==> src/hdl/atop_resolver_defines.svh <==
// --------------------
// Atomic resolver widths
// Bus widths and the response buffer depth
// --------------------

`ifndef ATOP_RESOLVER_DEFINES_SVH
`define ATOP_RESOLVER_DEFINES_SVH

// Address width of the subordinate and memory ports
`define ATOP_ADDR_W 32

// Data width equals the RISC-V word width
`define ATOP_DATA_W 32

`define ATOP_BE_W 4
`define ATOP_ID_W 4
`define ATOP_OP_W 6

// Number of entries in the response FIFO
`define ATOP_RSP_DEPTH 2

`endif

==> src/hdl/atop_resolver_pkg.sv <==
// --------------------
// Atomic resolver types
// Opcodes, engine states and the response entry
// --------------------

`default_nettype none

`include "atop_resolver_defines.svh"

package atop_resolver_pkg;

  // Bit 5 of an OBI atomic opcode marks an atomic
  typedef enum logic [`ATOP_OP_W-1:0] {
    ATOP_NONE = 6'h00,
    AMO_ADD   = 6'h20,
    AMO_SWAP  = 6'h21,
    ATOP_LR   = 6'h22,
    ATOP_SC   = 6'h23,
    AMO_XOR   = 6'h24,
    AMO_OR    = 6'h28,
    AMO_AND   = 6'h2C,
    AMO_MIN   = 6'h30,
    AMO_MAX   = 6'h34,
    AMO_MINU  = 6'h38,
    AMO_MAXU  = 6'h3C
  } atop_e;

  typedef enum logic [1:0] {
    AMO_IDLE,
    AMO_WAIT_READ,
    AMO_WAIT_WRITE
  } amo_state_e;

  typedef struct packed {
    logic [`ATOP_DATA_W-1:0] rdata;
    logic                    err;
    logic                    exokay;
    logic [`ATOP_ID_W-1:0]   id;
  } rsp_entry_t;

endpackage

`default_nettype wire

==> src/hdl/atop_resolver_if.sv <==
// --------------------
// Atomic resolver internal buses
// Reservation lookup and response push channels
// --------------------

`timescale 1ns/10ps
`default_nettype none

`include "atop_resolver_defines.svh"

// Request info seen by the reservation monitor and its decisions
interface atop_resv_if;
  logic                     fire;
  atop_resolver_pkg::atop_e op;
  logic [`ATOP_ADDR_W-1:0]  addr;
  logic [`ATOP_ID_W-1:0]    aid;
  logic                     we;
  // Store-conditional decision for the request on the bus right now
  logic                     sc_pass;
  // Registered LR or SC success of the last granted request
  logic                     lr_sc_ok;

  modport engine (output fire, op, addr, aid, we, input sc_pass, lr_sc_ok);
  modport monitor (input fire, op, addr, aid, we, output sc_pass, lr_sc_ok);
endinterface

// Response entries written into the response FIFO
interface atop_rsp_if;
  logic                    push;
  logic [`ATOP_DATA_W-1:0] rdata;
  logic                    err;
  logic                    exokay;
  logic [`ATOP_ID_W-1:0]   id;
  // Push may only rise while full is low
  logic                    full;

  modport engine (output push, rdata, err, exokay, id, input full);
  modport buffer (input push, rdata, err, exokay, id, output full);
endinterface

`default_nettype wire

==> src/hdl/atop_lrsc_monitor.sv <==
// --------------------
// LR/SC reservation monitor
// Holds one reservation and decides store-conditional success
// --------------------

`timescale 1ns/10ps
`default_nettype none

`include "atop_resolver_defines.svh"

module atop_lrsc_monitor (
  input  logic         clk_i,
  input  logic         rst_ni,
  atop_resv_if.monitor resv_if
);

  logic                    resv_valid_q;
  logic                    resv_valid_d;
  logic [`ATOP_ADDR_W-1:0] resv_addr_q;
  logic [`ATOP_ID_W-1:0]   resv_id_q;
  logic                    lr_sc_ok_q;
  logic                    lr_sc_ok_d;
  logic                    is_lr;
  logic                    is_sc;
  logic                    is_amo;
  logic                    is_owner;
  logic                    addr_hit;
  logic                    take_resv;

  assign is_lr    = (resv_if.op == atop_resolver_pkg::ATOP_LR);
  assign is_sc    = (resv_if.op == atop_resolver_pkg::ATOP_SC);
  assign is_amo   = resv_if.op[`ATOP_OP_W-1] && !is_lr && !is_sc;
  assign is_owner = (resv_if.aid == resv_id_q);
  assign addr_hit = (resv_if.addr == resv_addr_q);

  // An LR never steals a reservation held by another requester
  assign take_resv = is_lr && (!resv_valid_q || is_owner);

  assign resv_if.sc_pass  = is_sc && resv_valid_q && is_owner && addr_hit;
  assign resv_if.lr_sc_ok = lr_sc_ok_q;

  always_comb begin
    resv_valid_d = resv_valid_q;
    lr_sc_ok_d   = 1'b0;
    if (take_resv) begin
      resv_valid_d = 1'b1;
      lr_sc_ok_d   = 1'b1;
    end
    // A store by someone else to the reserved word breaks the reservation
    if (!is_owner && addr_hit && (is_amo || (resv_if.we && !resv_if.op[`ATOP_OP_W-1]))) begin
      resv_valid_d = 1'b0;
    end
    // Any SC of the owner consumes the reservation
    if (is_sc && resv_valid_q && is_owner) begin
      resv_valid_d = 1'b0;
      lr_sc_ok_d   = resv_if.sc_pass;
    end
  end

  always_ff @(posedge clk_i or negedge rst_ni) begin
    if (!rst_ni) begin
      resv_valid_q <= 1'b0;
      lr_sc_ok_q   <= 1'b0;
    end else if (resv_if.fire) begin
      resv_valid_q <= resv_valid_d;
      lr_sc_ok_q   <= lr_sc_ok_d;
    end
  end

  always_ff @(posedge clk_i) begin
    if (resv_if.fire && take_resv) begin
      resv_addr_q <= resv_if.addr;
      resv_id_q   <= resv_if.aid;
    end
  end

endmodule

`default_nettype wire

==> src/hdl/atop_amo_engine.sv <==
// --------------------
// AMO engine
// Grants requests, steers the memory port and runs each
// read-modify-write atomic as a read followed by a write
// --------------------

`timescale 1ns/10ps
`default_nettype none

`include "atop_resolver_defines.svh"

module atop_amo_engine (
  input  logic                    clk_i,
  input  logic                    rst_ni,
  input  logic                    req_i,
  input  logic [`ATOP_ADDR_W-1:0] addr_i,
  input  logic                    we_i,
  input  logic [`ATOP_BE_W-1:0]   be_i,
  input  logic [`ATOP_DATA_W-1:0] wdata_i,
  input  logic [`ATOP_ID_W-1:0]   aid_i,
  input  logic [`ATOP_OP_W-1:0]   atop_i,
  output logic                    gnt_o,
  output logic                    mem_req_o,
  input  logic                    mem_gnt_i,
  output logic [`ATOP_ADDR_W-1:0] mem_addr_o,
  output logic                    mem_we_o,
  output logic [`ATOP_BE_W-1:0]   mem_be_o,
  output logic [`ATOP_DATA_W-1:0] mem_wdata_o,
  input  logic                    mem_rvalid_i,
  input  logic [`ATOP_DATA_W-1:0] mem_rdata_i,
  input  logic                    mem_err_i,
  atop_resv_if.engine             resv_if,
  atop_rsp_if.engine              rsp_if
);

  atop_resolver_pkg::atop_e      op_in;
  atop_resolver_pkg::atop_e      op_q;
  atop_resolver_pkg::amo_state_e state_q;
  atop_resolver_pkg::amo_state_e state_d;
  logic                          is_amo;
  logic                          outstanding_q;
  logic                          writeback;
  logic [`ATOP_ADDR_W-1:0]       addr_q;
  logic [`ATOP_ID_W-1:0]         aid_q;
  logic [`ATOP_DATA_W-1:0]       operand_b_q;
  logic [`ATOP_DATA_W-1:0]       old_q;
  logic [`ATOP_DATA_W-1:0]       operand_a;
  logic [`ATOP_DATA_W-1:0]       amo_result;
  logic [`ATOP_DATA_W:0]         diff;
  logic                          signed_cmp;
  logic                          a_less;

  assign op_in  = atop_resolver_pkg::atop_e'(atop_i);
  assign is_amo = atop_i[`ATOP_OP_W-1] && (op_in != atop_resolver_pkg::ATOP_LR) &&
                  (op_in != atop_resolver_pkg::ATOP_SC);

  // --------------------
  // Request mux
  // --------------------

  // Write-back is issued as soon as the read data arrives and repeated until granted
  assign writeback = ((state_q == atop_resolver_pkg::AMO_WAIT_READ) && mem_rvalid_i) ||
                     ((state_q == atop_resolver_pkg::AMO_WAIT_WRITE) && !outstanding_q);

  always_comb begin
    mem_req_o   = 1'b0;
    mem_addr_o  = addr_i;
    mem_we_o    = we_i;
    mem_be_o    = be_i;
    mem_wdata_o = wdata_i;
    gnt_o       = 1'b0;
    if (writeback) begin
      mem_req_o   = 1'b1;
      mem_addr_o  = addr_q;
      mem_we_o    = 1'b1;
      mem_be_o    = '1;
      mem_wdata_o = amo_result;
    end else if (state_q == atop_resolver_pkg::AMO_IDLE) begin
      mem_req_o = req_i && !outstanding_q && !rsp_if.full;
      gnt_o     = mem_req_o && mem_gnt_i;
      if (op_in == atop_resolver_pkg::ATOP_SC) begin
        // A failing SC turns into a read so that a response still comes back
        mem_we_o = resv_if.sc_pass;
      end else if (atop_i[`ATOP_OP_W-1]) begin
        mem_we_o = 1'b0;
      end
    end
  end

  assign resv_if.fire = gnt_o;
  assign resv_if.op   = op_in;
  assign resv_if.addr = addr_i;
  assign resv_if.aid  = aid_i;
  assign resv_if.we   = we_i;

  // --------------------
  // AMO state machine
  // --------------------

  always_comb begin
    state_d = state_q;
    unique case (state_q)
      atop_resolver_pkg::AMO_IDLE: begin
        if (gnt_o && is_amo) begin
          state_d = atop_resolver_pkg::AMO_WAIT_READ;
        end
      end
      atop_resolver_pkg::AMO_WAIT_READ: begin
        if (mem_rvalid_i) begin
          state_d = atop_resolver_pkg::AMO_WAIT_WRITE;
        end
      end
      atop_resolver_pkg::AMO_WAIT_WRITE: begin
        if (outstanding_q && mem_rvalid_i) begin
          state_d = atop_resolver_pkg::AMO_IDLE;
        end
      end
      default: state_d = atop_resolver_pkg::AMO_IDLE;
    endcase
  end

  always_ff @(posedge clk_i or negedge rst_ni) begin
    if (!rst_ni) begin
      state_q       <= atop_resolver_pkg::AMO_IDLE;
      outstanding_q <= 1'b0;
      op_q          <= atop_resolver_pkg::ATOP_NONE;
    end else begin
      state_q       <= state_d;
      outstanding_q <= (outstanding_q && !mem_rvalid_i) || (mem_req_o && mem_gnt_i);
      if (gnt_o) begin
        op_q <= op_in;
      end
    end
  end

  always_ff @(posedge clk_i) begin
    if (gnt_o) begin
      addr_q      <= addr_i;
      aid_q       <= aid_i;
      operand_b_q <= wdata_i;
    end
    if ((state_q == atop_resolver_pkg::AMO_WAIT_READ) && mem_rvalid_i) begin
      old_q <= mem_rdata_i;
    end
  end

  // --------------------
  // ALU
  // --------------------

  assign operand_a = (state_q == atop_resolver_pkg::AMO_WAIT_READ) ? mem_rdata_i : old_q;

  // Sign or zero extension to 33 bits makes one subtraction serve both compares
  assign signed_cmp = (op_q == atop_resolver_pkg::AMO_MIN) ||
                      (op_q == atop_resolver_pkg::AMO_MAX);
  assign diff = {signed_cmp & operand_a[`ATOP_DATA_W-1], operand_a} -
                {signed_cmp & operand_b_q[`ATOP_DATA_W-1], operand_b_q};
  assign a_less = diff[`ATOP_DATA_W];

  always_comb begin
    unique case (op_q)
      atop_resolver_pkg::AMO_ADD:  amo_result = operand_a + operand_b_q;
      atop_resolver_pkg::AMO_XOR:  amo_result = operand_a ^ operand_b_q;
      atop_resolver_pkg::AMO_OR:   amo_result = operand_a | operand_b_q;
      atop_resolver_pkg::AMO_AND:  amo_result = operand_a & operand_b_q;
      atop_resolver_pkg::AMO_MIN,
      atop_resolver_pkg::AMO_MINU: amo_result = a_less ? operand_a : operand_b_q;
      atop_resolver_pkg::AMO_MAX,
      atop_resolver_pkg::AMO_MAXU: amo_result = a_less ? operand_b_q : operand_a;
      default:                     amo_result = operand_b_q;
    endcase
  end

  // Only the response of the write-back is dropped
  assign rsp_if.push   = mem_rvalid_i && outstanding_q &&
                         (state_q != atop_resolver_pkg::AMO_WAIT_WRITE);
  assign rsp_if.rdata  = (op_q == atop_resolver_pkg::ATOP_SC) ?
                         {{(`ATOP_DATA_W-1){1'b0}}, !resv_if.lr_sc_ok} : mem_rdata_i;
  assign rsp_if.err    = mem_err_i;
  assign rsp_if.exokay = resv_if.lr_sc_ok;
  assign rsp_if.id     = aid_q;

endmodule

`default_nettype wire

==> src/hdl/atop_rsp_buffer.sv <==
// --------------------
// Response buffer
// Fall-through FIFO in front of the subordinate response port
// --------------------

`timescale 1ns/10ps
`default_nettype none

`include "atop_resolver_defines.svh"

module atop_rsp_buffer (
  input  logic                    clk_i,
  input  logic                    rst_ni,
  atop_rsp_if.buffer              rsp_if,
  input  logic                    rready_i,
  output logic                    rvalid_o,
  output logic [`ATOP_DATA_W-1:0] rdata_o,
  output logic                    err_o,
  output logic                    exokay_o,
  output logic [`ATOP_ID_W-1:0]   rid_o
);

  localparam int unsigned PtrW = $clog2(`ATOP_RSP_DEPTH);
  localparam int unsigned CntW = $clog2(`ATOP_RSP_DEPTH + 1);

  atop_resolver_pkg::rsp_entry_t mem_q [`ATOP_RSP_DEPTH];
  atop_resolver_pkg::rsp_entry_t in_entry;
  atop_resolver_pkg::rsp_entry_t head;
  logic [PtrW-1:0]               wr_ptr_q;
  logic [PtrW-1:0]               rd_ptr_q;
  logic [CntW-1:0]               count_q;
  logic                          empty;
  logic                          pop;
  logic                          write;
  logic                          read;

  assign in_entry = '{rdata: rsp_if.rdata, err: rsp_if.err, exokay: rsp_if.exokay,
                      id: rsp_if.id};

  assign empty       = (count_q == '0);
  assign rsp_if.full = (count_q == CntW'(`ATOP_RSP_DEPTH));

  // When empty the incoming entry goes straight to the outputs
  assign head     = empty ? in_entry : mem_q[rd_ptr_q];
  assign rvalid_o = !empty || rsp_if.push;
  assign pop      = rvalid_o && rready_i;
  assign write    = rsp_if.push && !(empty && pop);
  assign read     = pop && !empty;

  assign rdata_o  = head.rdata;
  assign err_o    = head.err;
  assign exokay_o = head.exokay;
  assign rid_o    = head.id;

  always_ff @(posedge clk_i or negedge rst_ni) begin
    if (!rst_ni) begin
      wr_ptr_q <= '0;
      rd_ptr_q <= '0;
      count_q  <= '0;
    end else begin
      if (write) begin
        wr_ptr_q <= wr_ptr_q + 1'b1;
      end
      if (read) begin
        rd_ptr_q <= rd_ptr_q + 1'b1;
      end
      count_q <= count_q + {{(CntW-1){1'b0}}, write} - {{(CntW-1){1'b0}}, read};
    end
  end

  always_ff @(posedge clk_i) begin
    if (write) begin
      mem_q[wr_ptr_q] <= in_entry;
    end
  end

endmodule

`default_nettype wire

==> src/hdl/atop_resolver_top.sv <==
// --------------------
// Atomic-operation resolver
// Turns RISC-V atomics into plain reads and writes
// toward a memory that this bus owns alone
// --------------------

`timescale 1ns/10ps
`default_nettype none

`include "atop_resolver_defines.svh"

module atop_resolver_top (
  input  logic                    clk_i,
  input  logic                    rst_ni,
  // Subordinate side
  input  logic                    req_i,
  output logic                    gnt_o,
  input  logic [`ATOP_ADDR_W-1:0] addr_i,
  input  logic                    we_i,
  input  logic [`ATOP_BE_W-1:0]   be_i,
  input  logic [`ATOP_DATA_W-1:0] wdata_i,
  input  logic [`ATOP_ID_W-1:0]   aid_i,
  input  logic [`ATOP_OP_W-1:0]   atop_i,
  output logic                    rvalid_o,
  input  logic                    rready_i,
  output logic [`ATOP_DATA_W-1:0] rdata_o,
  output logic                    err_o,
  output logic                    exokay_o,
  output logic [`ATOP_ID_W-1:0]   rid_o,
  // Memory side
  output logic                    mem_req_o,
  input  logic                    mem_gnt_i,
  output logic [`ATOP_ADDR_W-1:0] mem_addr_o,
  output logic                    mem_we_o,
  output logic [`ATOP_BE_W-1:0]   mem_be_o,
  output logic [`ATOP_DATA_W-1:0] mem_wdata_o,
  input  logic                    mem_rvalid_i,
  input  logic [`ATOP_DATA_W-1:0] mem_rdata_i,
  input  logic                    mem_err_i
);

  atop_resv_if u_resv_if ();
  atop_rsp_if  u_rsp_if ();

  atop_lrsc_monitor u_lrsc_monitor (
    .clk_i   (clk_i),
    .rst_ni  (rst_ni),
    .resv_if (u_resv_if)
  );

  atop_amo_engine u_amo_engine (
    .clk_i        (clk_i),
    .rst_ni       (rst_ni),
    .req_i        (req_i),
    .addr_i       (addr_i),
    .we_i         (we_i),
    .be_i         (be_i),
    .wdata_i      (wdata_i),
    .aid_i        (aid_i),
    .atop_i       (atop_i),
    .gnt_o        (gnt_o),
    .mem_req_o    (mem_req_o),
    .mem_gnt_i    (mem_gnt_i),
    .mem_addr_o   (mem_addr_o),
    .mem_we_o     (mem_we_o),
    .mem_be_o     (mem_be_o),
    .mem_wdata_o  (mem_wdata_o),
    .mem_rvalid_i (mem_rvalid_i),
    .mem_rdata_i  (mem_rdata_i),
    .mem_err_i    (mem_err_i),
    .resv_if      (u_resv_if),
    .rsp_if       (u_rsp_if)
  );

  atop_rsp_buffer u_rsp_buffer (
    .clk_i    (clk_i),
    .rst_ni   (rst_ni),
    .rsp_if   (u_rsp_if),
    .rready_i (rready_i),
    .rvalid_o (rvalid_o),
    .rdata_o  (rdata_o),
    .err_o    (err_o),
    .exokay_o (exokay_o),
    .rid_o    (rid_o)
  );

endmodule

`default_nettype wire

==> config.mk <==
export PLATFORM = sky130hd
export DESIGN_NAME = atop_resolver_top
export DESIGN_NICKNAME = d
export VERILOG_FILES = /design/src/hdl/atop_resolver_pkg.sv /design/src/hdl/atop_resolver_if.sv /design/src/hdl/atop_lrsc_monitor.sv /design/src/hdl/atop_amo_engine.sv /design/src/hdl/atop_rsp_buffer.sv /design/src/hdl/atop_resolver_top.sv
export VERILOG_INCLUDE_DIRS = /design/src /design/src/hdl
export SDC_FILE = /design/constraint.sdc
export NUM_CORES = 1
export LEC_CHECK = 0
export ABC_AREA = 1
export BUFFER_PORTS_ARGS = -buffer_cell sky130_fd_sc_hd__clkbuf_2
export CAP_MARGIN = 10
export CORE_UTILIZATION = 23
export CTS_BUF_LIST = sky130_fd_sc_hd__clkbuf_8 sky130_fd_sc_hd__clkbuf_16
export CTS_CLUSTER_SIZE = 10
export DETAILED_ROUTE_END_ITERATION = 7
export PLACE_DENSITY_LB_ADDON = 0.1
export RECOVER_POWER = 25
export REMOVE_ABC_BUFFERS = 1
export SYNTH_ARGS = -nofsm -noshare
export SYNTH_HDL_FRONTEND = slang
export SYNTH_HIERARCHICAL = 1
export SYNTH_SLANG_ARGS = --single-unit
==> constraint.sdc <==
create_clock -name clk_i -period 6.22 [get_ports clk_i]
set_input_delay 0.311 -clock clk_i [delete_from_list [all_inputs] [get_ports clk_i]]
set_output_delay 0.311 -clock clk_i [all_outputs]
set_load 0.02 [all_outputs]
After elaboration in Yosys (flattened, before gate mapping). Memories as Yosys holds them, arrays and structs flattened. Cells that the tools add are included.

Register bits: 151. Latch bits: 0. Memory bits (writable): 76. Bits in read-only memories: 0. Bits of input ports: 118. Memories kept: 1.

Memory list: u_rsp_buffer.mem_q (depth 2, width 38, rd ports 1, clocked after Yosys merged registers in 0, write ports 1, RTL line atop_rsp_buffer.sv:26) `` atop_resolver_pkg::rsp_entry_t mem_q [`ATOP_RSP_DEPTH]; ``.

Add/subtract/negate cells: 6. $mul: 0. Divide/modulo/power cells: 0. Magnitude comparators: 0. Eq/ne operators: 22. Shifts and indexed selects: 0. Mux-type cells: 28. Bitwise operators: 5. Reductions and logical operators: 50.

Operators with widths (count): 32-bit 2-to-1 mux (6); 32-bit case mux with 6 select lines (1); 6-bit equality test, second input constant (11); 38-bit 2-to-1 mux (1); 33-bit subtractor (1); 32-bit adder (1); 32-bit AND (1); 32-bit equality test (1); 32-bit bitwise OR (1); 32-bit XOR (1); 1-bit logical AND (26); 1-bit 2-to-1 mux (15); 6-bit != test, second input constant (2); 1-bit zero test (11); 2-bit != test, second input constant (4); 1-bit logical OR (6); 2-bit 2-to-1 mux (3); 2-bit case mux with 3 select lines (1); 2-bit equality test, second input constant (2); 4-bit equality test (1); 2-bit zero test (2); 4-bit 2-to-1 mux (1); 2-bit OR reduction (2); 3-bit AND reduction (1); other kinds (7) (9).

Longest topological paths before layout. Gate-level depths: netlist of the first run.

Depth after elaboration: 9. Mapped depth: 27.

Hierarchy. The synthesis of the first run kept the hierarchy.

Modules (own cells, without submodules): atop_amo_engine (instances 1, cells an instance 1612, area an instance 10731.5 um^2); atop_rsp_buffer (instances 1, cells an instance 352, area an instance 3473.3 um^2); atop_lrsc_monitor (instances 1, cells an instance 173, area an instance 1789.2 um^2).

Worst setup path after synthesis of the first run. No wires, ideal clock.

Kind: flip-flop to flip-flop. From: reg u_rsp_buffer.count_q[1]. To: reg u_lrsc_monitor.resv_addr_q[0], enable pin. Arrival: 5.486 ns. Path slack: 0.291 ns. Cell stages (with the launch flop): 10. Buffers on the path: 2. Clock period less this slack: 5.929 ns. Cell sequence: dfrtp_1 inv_1 nor2_1 nor3_1 inv_1 nor2_1 clkbuf_1 buf_4 nand3b_1 a21oi_1.

Longest elaborated chain between the ends: 7.

RTL lines: from (decl) (RTL line atop_rsp_buffer.sv:31) `logic [CntW-1:0] count_q;`; from (signal assigned) (RTL line atop_rsp_buffer.sv:67) `count_q <= count_q + {{(CntW-1){1'b0}}, write} - {{(CntW-1){1'b0}}, read};`; 2-bit equality test (RTL line atop_rsp_buffer.sv:41) `` assign rsp_if.full = (count_q == CntW'(`ATOP_RSP_DEPTH)); ``; via u_rsp_if.full (RTL line atop_resolver_if.sv:35) `logic full;`; 1-bit zero test (RTL line atop_amo_engine.sv:79) `mem_req_o = req_i && !outstanding_q && !rsp_if.full;`; 1-bit logical AND (RTL line atop_amo_engine.sv:79); 1-bit logical AND (RTL line atop_amo_engine.sv:80) `gnt_o = mem_req_o && mem_gnt_i;`; 1-bit 2-to-1 mux (RTL line atop_amo_engine.sv:78) `end else if (state_q == atop_resolver_pkg::AMO_IDLE) begin`; 1-bit 2-to-1 mux (RTL line atop_amo_engine.sv:72) `if (writeback) begin`; via gnt_o (RTL line atop_resolver_top.sv:17) `output logic gnt_o,`; 1-bit logical AND (RTL line atop_lrsc_monitor.sv:71) `if (resv_if.fire && take_resv) begin`; to (signal assigned) (RTL line atop_lrsc_monitor.sv:72) `resv_addr_q <= resv_if.addr;`; to (decl) (RTL line atop_lrsc_monitor.sv:19) `` logic [`ATOP_ADDR_W-1:0] resv_addr_q; ``.

The timed path passes the listed nets, and every way through them passes these cells. A chain may end at the register's enable or synchronous reset.

Worst setup path in the final report of the first run.
From: reg u_amo_engine.state_q[1]. To: out mem_wdata_o[20].

Longest elaborated chain between the ends: 7. Elaborated cells on any way between the ends: 16. Those cells by class: add/sub: 2; eq/ne: 2; mux: 5; bitwise: 4; reduce/logical: 3.

RTL lines: from (decl) (RTL line atop_amo_engine.sv:38) `atop_resolver_pkg::amo_state_e state_q;`; from (signal assigned) (RTL line atop_amo_engine.sv:124) `state_q <= atop_resolver_pkg::AMO_IDLE;`; from (signal assigned) (RTL line atop_amo_engine.sv:128) `state_q <= state_d;`; 2-bit by 1-bit equality test with 1-bit output (RTL line atop_amo_engine.sv:62, atop_amo_engine.sv:151); 32-bit 2-to-1 mux (RTL line atop_amo_engine.sv:151) `assign operand_a = (state_q == atop_resolver_pkg::AMO_WAIT_READ) ? mem_rdata_i : old_q;`; 1-bit AND (RTL line atop_amo_engine.sv:156) `` assign diff = {signed_cmp & operand_a[`ATOP_DATA_W-1], operand_a} - ``; 33-bit subtractor (RTL line atop_amo_engine.sv:156); 32-bit 2-to-1 mux (on tied branches) (RTL line atop_amo_engine.sv:169, atop_amo_engine.sv:167); 32-bit case mux with 6 select lines (RTL line atop_amo_engine.sv:161) `unique case (op_q)`; 32-bit 2-to-1 mux * (RTL line atop_amo_engine.sv:72); to (decl) (RTL line atop_resolver_top.sv:36) `` output logic [`ATOP_DATA_W-1:0] mem_wdata_o, ``.

Mark *: on every way between the ends. The rest lies on a longest branch, timed or not.

==> results.sh, run 1 <==
export IMPL_status="finished clean"
export IMPL_via_per_inst=4.33
export IMPL_drtIter0Drc=728
export IMPL_fp_row_count=96
export IMPL_syn_avg_cell_area_um2=7.48
export IMPL_ys_warnings_count=6
export IMPL_wirelength_um=61400
export IMPL_grt_max_degree=67
export IMPL_p_leak_uw=0.00923
export IMPL_ys_ff_latch=227
export IMPL_setup_ws_ps=392
export IMPL_power_density_mw_per_mm2=385
export IMPL_nets=2646
export IMPL_vias=14700
export IMPL_cts_sinks=227
export IMPL_vdd_drop_max_mv=0.235
export IMPL_fin_skew_ps=27.4
export IMPL_cts_resized=0
export IMPL_cts_path_max_buffers=3
export IMPL_grtUsageTotal_pct=17.2
export IMPL_io_pins=228
export IMPL_grt_pass1_vias=14800
export IMPL_nFillCells=7594
export IMPL_die_height_um=266
export IMPL_cp_max_fo=40
export IMPL_io_buffers=227
export IMPL_grt_setup_unrepaired="no"
export IMPL_arrival_ps=5520
export IMPL_final_antenna_net_count=0
export IMPL_tightest_slew_ps=1020
export IMPL_hold_depth=4
export IMPL_yosysSeqAreaShare_pct=42.1
export IMPL_dp_hpwl_um=44800
export IMPL_hp_class="primary input to flip-flop"
export IMPL_final_cell_mix="nand2_1 (662), inv_1 (285), nor2_1 (276)"
export IMPL_yosys_area_top_type_share_pct=39.8
export IMPL_numCtsBuffers=30
export IMPL_start_util_pct=23.3
export IMPL_post_cts_buffers=0
export IMPL_place_ws_ps=942
export IMPL_max_freq_mhz=172
export IMPL_ys_types=47
export IMPL_cts_tree="yes"
export IMPL_min_period_ps=5830
export IMPL_die_area_mm2=0.0706
export IMPL_rr_worst_depth=10
export IMPL_syn_area_mm2=0.0160
export IMPL_synth_largest_area_cell="edfxtp_1"
export IMPL_max_cap_violations=0
export IMPL_rrSetupSlack_ps=2810
export IMPL_grt_pass1_wl_um=91900
export IMPL_first_pass_iters=7
export IMPL_hold_violations=0
export IMPL_relSlewSlack_pct=32.0
export IMPL_cp_start_kind="flip-flop"
export IMPL_area_delta_synth_final_pct=24.7
export IMPL_htree_levels=1
export IMPL_ys_top_cells_by_area="edfxtp_1 (40%), nand2_1 (16%), ha_1 (7.7%)"
export IMPL_setup_violations=0
export IMPL_whs_ps=63.6
export IMPL_antenna_found_initial=7
export IMPL_wire_per_inst_um=18.1
export IMPL_multi_input_area_mm2=0.00757
export IMPL_regArea_mm2=0.00674
export IMPL_path_class="flip-flop to primary output"
export IMPL_clock_latency_ps=610
export IMPL_core_mm2=0.0687
export IMPL_drive_gt1_share_pct=10.7
export IMPL_drc=0
export IMPL_required_ps=5910
export IMPL_maxSlewViolCount=0
export IMPL_overflow=0
export IMPL_min_period_over_period_pct=93.7
export IMPL_synth_cells=2137
export IMPL_gp_congestion=0.889
export IMPL_cts_clk_slew_worst_paths_ps=60
export IMPL_fp_dieW_um=266
export IMPL_clockRootBuffer="clkbuf_16"
export IMPL_layout_commonest_cell="nand2_1"
export IMPL_end_kind="primary output"
==> kinds of logic after synthesis <==
| logic type | Yosys count | share of synthesized area, % |
|---|---|---|
| XOR/XNOR | 29 | 1.59 |
| buffers and inverters | 397 | 10.8 |
| multiplexers | 1 | 0.0704 |
| AO/OA/AOI/OAI | 276 | 9.58 |
| adder cells (fa/ha/maj) | 99 | 7.79 |
| AND/OR/NAND/NOR | 1108 | 28.0 |
| flip-flops | 227 | 42.1 |
==> final cells by class <==
class / count / area share, %
Timing Repair Buffer: 377 / 12.2
Inverter: 280 / 5.27
Clock buffer: 30 / 3.76
Clock inverter: 26 / 1.05
Sequential cell: 227 / 33.8
Tap cell: 931 / 5.84
Antenna cell: 4 / 0.0502
Multi-Input combinational cell: 1513 / 38.0
==> flip-flops by register name, summed over array words and instances, names as in the netlist, 4 cells and up <==
name and flops:
u_lrsc_monitor/resv_id_q 4, u_amo_engine/old_q 32, u_rsp_buffer/mem_q 76, u_amo_engine/rsp_if.id 4, u_lrsc_monitor/resv_addr_q 32, u_amo_engine/addr_q 32
u_amo_engine/operand_b_q 32, u_amo_engine/op_q 6
==> cell usage after synthesis (all sizes together) <==
master,count
a2111oi,1
a211oi,7
a21boi,1
a21o,2
a21oi,70
a221oi,10
a32o,1
a41oi,1
buf,76
clkbuf,41
dfrtp,15
edfxtp,212
fa,1
ha,98
inv,280
mux2,1
nand2,671
nand3,104
nand3b,3
nand4,18
nor2,285
nor3,19
nor4,2
o2111ai,4
o211ai,2
o21a,2
o21ai,154
o21bai,8
o221ai,4
o22ai,9
or2,6
xnor2,22
xor2,7
==> power by group <==
part           internal, uW  leakage [uW]  switching, uW
clock                   993      0.000516            712
combinational          1140       0.00660           2850
sequential             1890       0.00211            100
==> metrics by stage <==
stage / TNS (ps) / utilization [%] / instances / total power [uW] / cell area (um2)
6_report: 0 / 29.0 / 3388 / 7680 / 19900
5_1_grt: 0 / 29.0 / 3386 / 8320 / 19900
4_1_cts: 0 / 29.2 / 3384 / 7860 / 20000
3_5_place_dp: 0 / 26.2 / 3218 / 6040 / 18000
3_3_place_gp: 0 / 26.2 / 3218 / 6040 / 18000
2_1_floorplan: -29540 / - / 2020 / 4460 / 15300
==> critical path: stages, from the launching register on <==
cell	delay (ps)
dfrtp_1	370
inv_1	80
nand2_2	460
buf_12	380
o21ai_0	650
ha_1	420
a21oi_1	180
o21ai_0	130
nand2_1	80
nand2_1	60
nor2_1	250
nand3_2	250
nand2_4	370
nand2_1	310
nand2_1	290
a21oi_1	100
nand2_1	80
nand2_1	50
nand2_1	160
clkbuf_2	210
==> final timing paths <==
| path | from | to |
|---|---|---|
| hold reg to reg | u_rsp_buffer/wr_ptr_q | u_rsp_buffer/wr_ptr_q |
| setup reg to reg | u_amo_engine/state_q[0] | u_amo_engine/outstanding_q |
| setup / recovery | u_amo_engine/state_q[1] | mem_wdata_o[20] |
| hold / removal | rready_i | u_rsp_buffer/rd_ptr_q |
| max in group asynchronous | rst_ni | u_amo_engine/op_q[5] |
| min in group asynchronous | rst_ni | u_lrsc_monitor/resv_valid_q |
==> per-layer routing <==
metal | up-vias | global-route usage [%] | share of wire, %
met2 | 313 | 29.6 | 48
met1 | 6863 | 22.2 | 45
met3 | 81 | 2.70 | 4.2
met5 | - | 0 | 0.044
met4 | 4 | 4.49 | 2.7
li1 | 7417 | - | -
==> repair_timing <==
item | CTS | global route
endpoints found under the setup margin | 0 | 0
hold buffers | 110 | 0
hold endpoints to repair | 161 | 0
Note: power is estimated with default switching activity, not from simulation.
==> run 2: changes to the inputs <==
Settings changed: CAP_MARGIN 10 to 30, CORE_UTILIZATION 23 to 59.
==> run 2 against run 1 <==
Against the previous run: global-route usage increased by 22 points; wire length decreased by 13%; first-iteration DRC count increased by 120%; die area decreased by 61%; critical endpoint is now mem_wdata_o[12].
==> results.sh, run 2 (synthesis gave the netlist of run 1 again) <==
export IMPL_status="finished clean"
export IMPL_required_ps=5910
export IMPL_path_class="flip-flop to primary output"
export IMPL_post_cts_buffers=0
export IMPL_maxSlewViolCount=0
export IMPL_largest_reg_flops=76
export IMPL_rr_worst_depth=8
export IMPL_cts_hold_buf=106
export IMPL_min_period_over_period_pct=89.9
export IMPL_die_area_mm2=0.0278
export IMPL_vdd_drop_max_mv=0.446
export IMPL_drive_gt1_share_pct=10.2
export IMPL_numCtsBuffers=27
export IMPL_grtUsageTotal_pct=38.8
export IMPL_final_cell_mix="nand2_1 (662), inv_1 (284), nor2_1 (275)"
export IMPL_area_delta_synth_final_pct=18.0
export IMPL_nFillCells=2038
export IMPL_wire_per_inst_um=19.5
export IMPL_largest_register="u_rsp_buffer/mem_q"
export IMPL_clockRootBuffer="clkbuf_16"
export IMPL_cts_path_max_buffers=3
export IMPL_io_buffers=227
export IMPL_wirelength_um=53700
export IMPL_gp_congestion=1.02
export IMPL_hold_violations=0
export IMPL_cts_sinks=227
export IMPL_final_antenna_net_count=0
export IMPL_power_density_mw_per_mm2=388
export IMPL_fin_cells=2756
export IMPL_grt_pass1_vias=15800
export IMPL_grt_max_degree=55
export IMPL_die_height_um=167
export IMPL_antenna_cells=0
export IMPL_cp_start_kind="flip-flop"
export IMPL_cts_resized=0
export IMPL_vias=15800
export IMPL_hold_depth=3
export IMPL_p_sw_uw=3520
export IMPL_intPower_uw=3810
export IMPL_hp_class="primary input to flip-flop"
export IMPL_relSlewSlack_pct=28.0
export IMPL_regArea_mm2=0.00674
export IMPL_tightest_slew_ps=1080
export IMPL_cts_clk_slew_worst_paths_ps=60
export IMPL_nets=2623
export IMPL_via_per_inst=5.75
export IMPL_max_freq_mhz=179
export IMPL_antenna_found_initial=0
export IMPL_grt_pass1_wl_um=84200
export IMPL_drc=0
export IMPL_setup_violations=0
export IMPL_power_frac_clock_pct=19.3
export IMPL_dp_hpwl_um=34800
export IMPL_fp_dieW_um=167
export IMPL_clock_latency_ps=560
export IMPL_cts_tree="yes"
export IMPL_finalPower_uw=7330
export IMPL_drtIter0Drc=1602
export IMPL_arrival_ps=5280
export IMPL_multi_input_area_mm2=0.00757
export IMPL_grt_setup_unrepaired="no"
export IMPL_whs_ps=16.1
export IMPL_seqPwrFrac_pct=27.3
export IMPL_core_mm2=0.0264
export IMPL_layout_commonest_cell="nand2_1"
export IMPL_end_kind="primary output"
export IMPL_io_pins=228
export IMPL_fin_skew_ps=22.5
export IMPL_swShare_pct=48.0
export IMPL_cp_max_fo=48
export IMPL_p_leak_uw=0.00908
export IMPL_p_comb_share_pct=53.4
export IMPL_overflow=0
export IMPL_min_period_ps=5590
export IMPL_htree_levels=1
export IMPL_first_pass_iters=6
export IMPL_max_cap_violations=0
export IMPL_placed_cells_incl_taps=2606
export IMPL_fp_row_count=59
export IMPL_start_util_pct=60.7
run 2: critical path, cell delays in order, from the launching register on:
cell	delay, ps
dfrtp_1	380
inv_1	80
nand2_2	310
buf_12	330
o21ai_0	650
ha_1	410
inv_1	170
nor2_1	90
nand3_1	110
a21oi_1	50
nor2_1	250
nand3_2	220
nand2_4	440
nand2_1	270
o21ai_0	470
nor2_1	140
o21ai_1	140
clkbuf_2	180
run 2: power by group through the flow:
stage               Combinational, uW  Clock, uW  Sequential (uW)
CTS                              3800       1420             1990
finish                           3910       1420             2000
global placement                 3650          0             2010
floorplan                        2440          0             2020
global route                     4270       1480             2010
detailed placement               3720          0             2020
run 2: final timing paths:
kind,from,endpoint,slack (ps)
min in group asynchronous,rst_ni,u_rsp_buffer/count_q[0],380
setup reg to reg,u_amo_engine/state_q[0],u_lrsc_monitor/resv_addr_q[27],3080
hold / removal,atop_i[3],u_amo_engine/op_q[3],20
setup / recovery,u_amo_engine/state_q[1],mem_wdata_o[12],630
hold reg to reg,u_amo_engine/rsp_if.id[0],u_rsp_buffer/mem_q[1][0],480
max in group asynchronous,rst_ni,u_amo_engine/op_q[1],5320
run 2: per-layer routing:
layer  GRT usage [%]  vias up  share of wire, %
met5               0        -                 0
met4            24.0        0               6.6
met3            5.44      217               8.6
met2            67.2      976                48
met1            45.5     7287                37
li1                -     7369                 -
run 2: final cells by class:
class	count	area share, %
well taps	335	2.22
clock inverters	16	0.418
repair buffers	357	12.3
clock buffers	28	3.71
flip-flops and latches	227	35.7
multi-input cells	1513	40.1
inverters	280	5.57
run 2: per-stage QoR:
stage	worst slack, ps	area [um2]	setup TNS, ps	util (%)
5_1_grt	477	18900	0	71.6
3_3_place_gp	1380	17100	0	64.9
6_report	628	18900	0	71.6
4_1_cts	722	19000	0	72.0
2_1_floorplan	-803	15300	-29540	-
3_5_place_dp	1330	17100	0	65.0
==> run 3: changes to the inputs <==
Settings changed: MAX_ROUTING_LAYER from default to met4.
==> run 3 against run 2 <==
Against the previous run: total power increased by 1.4%; worst setup slack improved by 46 ps; sequential cell count unchanged; critical path depth increased by 1; highest routed layer unchanged.
==> results.sh, run 3 (synthesis gave the netlist of run 1 again) <==
export IMPL_grt_setup_unrepaired="no"
export IMPL_die_height_um=167
export IMPL_seqPwrFrac_pct=27.0
export IMPL_clockRootBuffer="clkbuf_16"
export IMPL_grt_pass1_vias=16100
export IMPL_grtUsageTotal_pct=41.9
export IMPL_dp_hpwl_um=36700
export IMPL_arrival_ps=5240
export IMPL_end_kind="primary output"
export IMPL_core_mm2=0.0264
export IMPL_placed_cells_incl_taps=2608
export IMPL_area_delta_synth_final_pct=16.9
export IMPL_status="finished clean"
export IMPL_vias=16200
export IMPL_finalPower_uw=7430
export IMPL_clock_latency_ps=560
export IMPL_hp_class="primary input to flip-flop"
export IMPL_critPathBufInv=4
export IMPL_cts_hold_buf=87
export IMPL_nets=2607
export IMPL_whs_ps=29.0
export IMPL_final_cell_mix="nand2_1 (662), inv_1 (285), nor2_1 (275)"
export IMPL_cts_clk_slew_worst_paths_ps=60
export IMPL_via_per_inst=5.91
export IMPL_min_period_over_period_pct=89.2
export IMPL_largest_register="u_rsp_buffer/mem_q"
export IMPL_nFillCells=2065
export IMPL_grt_pass1_wl_um=87200
export IMPL_cpMaxStageDelayCell="o21ai_0"
export IMPL_crit_top_cell="nor2_1"
export IMPL_post_cts_buffers=0
export IMPL_intPower_uw=3830
export IMPL_cts_resized=0
export IMPL_fin_skew_ps=8.75
export IMPL_cp_cell_sequence="inv_1 > nand2_2 > buf_4 > o21ai_0 > ha_1 > a21o_1 > nor2_1 > a21oi_1 > nor2_1 > nand3_2 > nand2_4 > nand2_2 > inv_2 > nand2_1 > nand2_1 > nor2_1 > o21ai_1 > clkbuf_2"
export IMPL_cp_start_kind="flip-flop"
export IMPL_wire_per_inst_um=20.8
export IMPL_io_pins=228
export IMPL_power_density_mw_per_mm2=397
export IMPL_max_stage_delay_ps=470
export IMPL_tns_ps=0
export IMPL_htree_levels=1
export IMPL_overflow=0
export IMPL_min_period_ps=5550
export IMPL_max_freq_mhz=180
export IMPL_p_comb_share_pct=53.0
export IMPL_largest_reg_flops=76
export IMPL_vdd_drop_max_mv=0.402
export IMPL_antenna_cells=0
export IMPL_cts_tree="yes"
export IMPL_wirelength_um=56900
export IMPL_maxSlewViolCount=0
export IMPL_drc=0
export IMPL_setup_violations=0
export IMPL_fin_cells=2741
export IMPL_gp_congestion=1.04
export IMPL_io_buffers=227
export IMPL_first_pass_iters=6
export IMPL_required_ps=5910
export IMPL_grt_max_degree=69
export IMPL_power_frac_clock_pct=20.0
export IMPL_cts_path_max_buffers=3
export IMPL_max_cap_violations=0
export IMPL_drtIter0Drc=1957
export IMPL_numCtsBuffers=27
export IMPL_relSlewSlack_pct=24.8
export IMPL_swShare_pct=48.4
export IMPL_die_area_mm2=0.0278
export IMPL_final_antenna_net_count=0
export IMPL_cts_sinks=227
export IMPL_cpLargestDelayFamily="simple AND/OR/NAND/NOR gates"
export IMPL_drive_gt1_share_pct=9.98
export IMPL_layout_commonest_cell="nand2_1"
export IMPL_antenna_found_initial=0
export IMPL_hold_violations=0
export IMPL_start_util_pct=60.7
export IMPL_fp_dieW_um=167
export IMPL_tightest_slew_ps=1130
export IMPL_cp_max_fo=38
export IMPL_p_sw_uw=3600
export IMPL_p_leak_uw=0.00899
export IMPL_fp_row_count=59
export IMPL_path_class="flip-flop to primary output"
[run 3: worst register-to-register path: stages, from the launching register on]
cell and delay [ps]:
dfrtp_1 400, nand2_2 480, buf_4 400, nor2_2 70
inv_1 90, nand2_2 60, inv_2 720, nand2_1 210
nand2_1 130, o21ai_0 100
[run 3: metrics by stage]
stage	area, um2	utilization [%]	setup slack [ps]
2_1_floorplan	15300	-	-803
3_3_place_gp	17100	64.9	1510
3_5_place_dp	17100	65.0	1430
4_1_cts	18800	71.3	837
5_1_grt	18700	70.9	394
6_report	18700	70.9	674
[run 3: layout make-up]
type / instances / area (um2) / area share [%]
Clock buffer: 28 / 701 / 3.75
Clock inverter: 17 / 106 / 0.569
Timing Repair Buffer: 341 / 2110 / 11.3
Sequential cell: 227 / 6740 / 36.1
Tap cell: 335 / 419 / 2.24
Multi-Input combinational cell: 1513 / 7570 / 40.5
Inverter: 280 / 1050 / 5.62
[run 3: metal layers]
metal / share of wire (%) / vias up / GRT usage [%]
met2: 48 / 1077 / 71.2
met5: 0 / - / -
met1: 36 / 7547 / 46.4
li1: - / 7337 / -
met4: 7.1 / 0 / 25.6
met3: 8.3 / 244 / 6.39
[run 3: worst paths after layout]
kind | end | cells after the start | slack, ps | from
setup / recovery | mem_wdata_o[1] | 18 | 670 | u_amo_engine/state_q[1]
hold / removal | u_amo_engine/op_q[1] | 3 | 30 | atop_i[1]
setup reg to reg | u_amo_engine/outstanding_q | 9 | 3440 | u_amo_engine/state_q[0]
hold reg to reg | u_rsp_buffer/mem_q[0][0] | 0 | 500 | u_amo_engine/rsp_if.id[0]
max in group asynchronous | u_amo_engine/op_q[1] | 2 | 5250 | rst_ni
min in group asynchronous | u_amo_engine/state_q[1] | 2 | 410 | rst_ni
[run 3: power by group through the flow]
stage	logic [uW]	clock network, uW	registers, uW
floorplan	2440	0	2020
global placement	3670	0	2010
detailed placement	3730	0	2020
CTS	3810	1480	1990
global route	4270	1550	2010
finish	3940	1490	2000
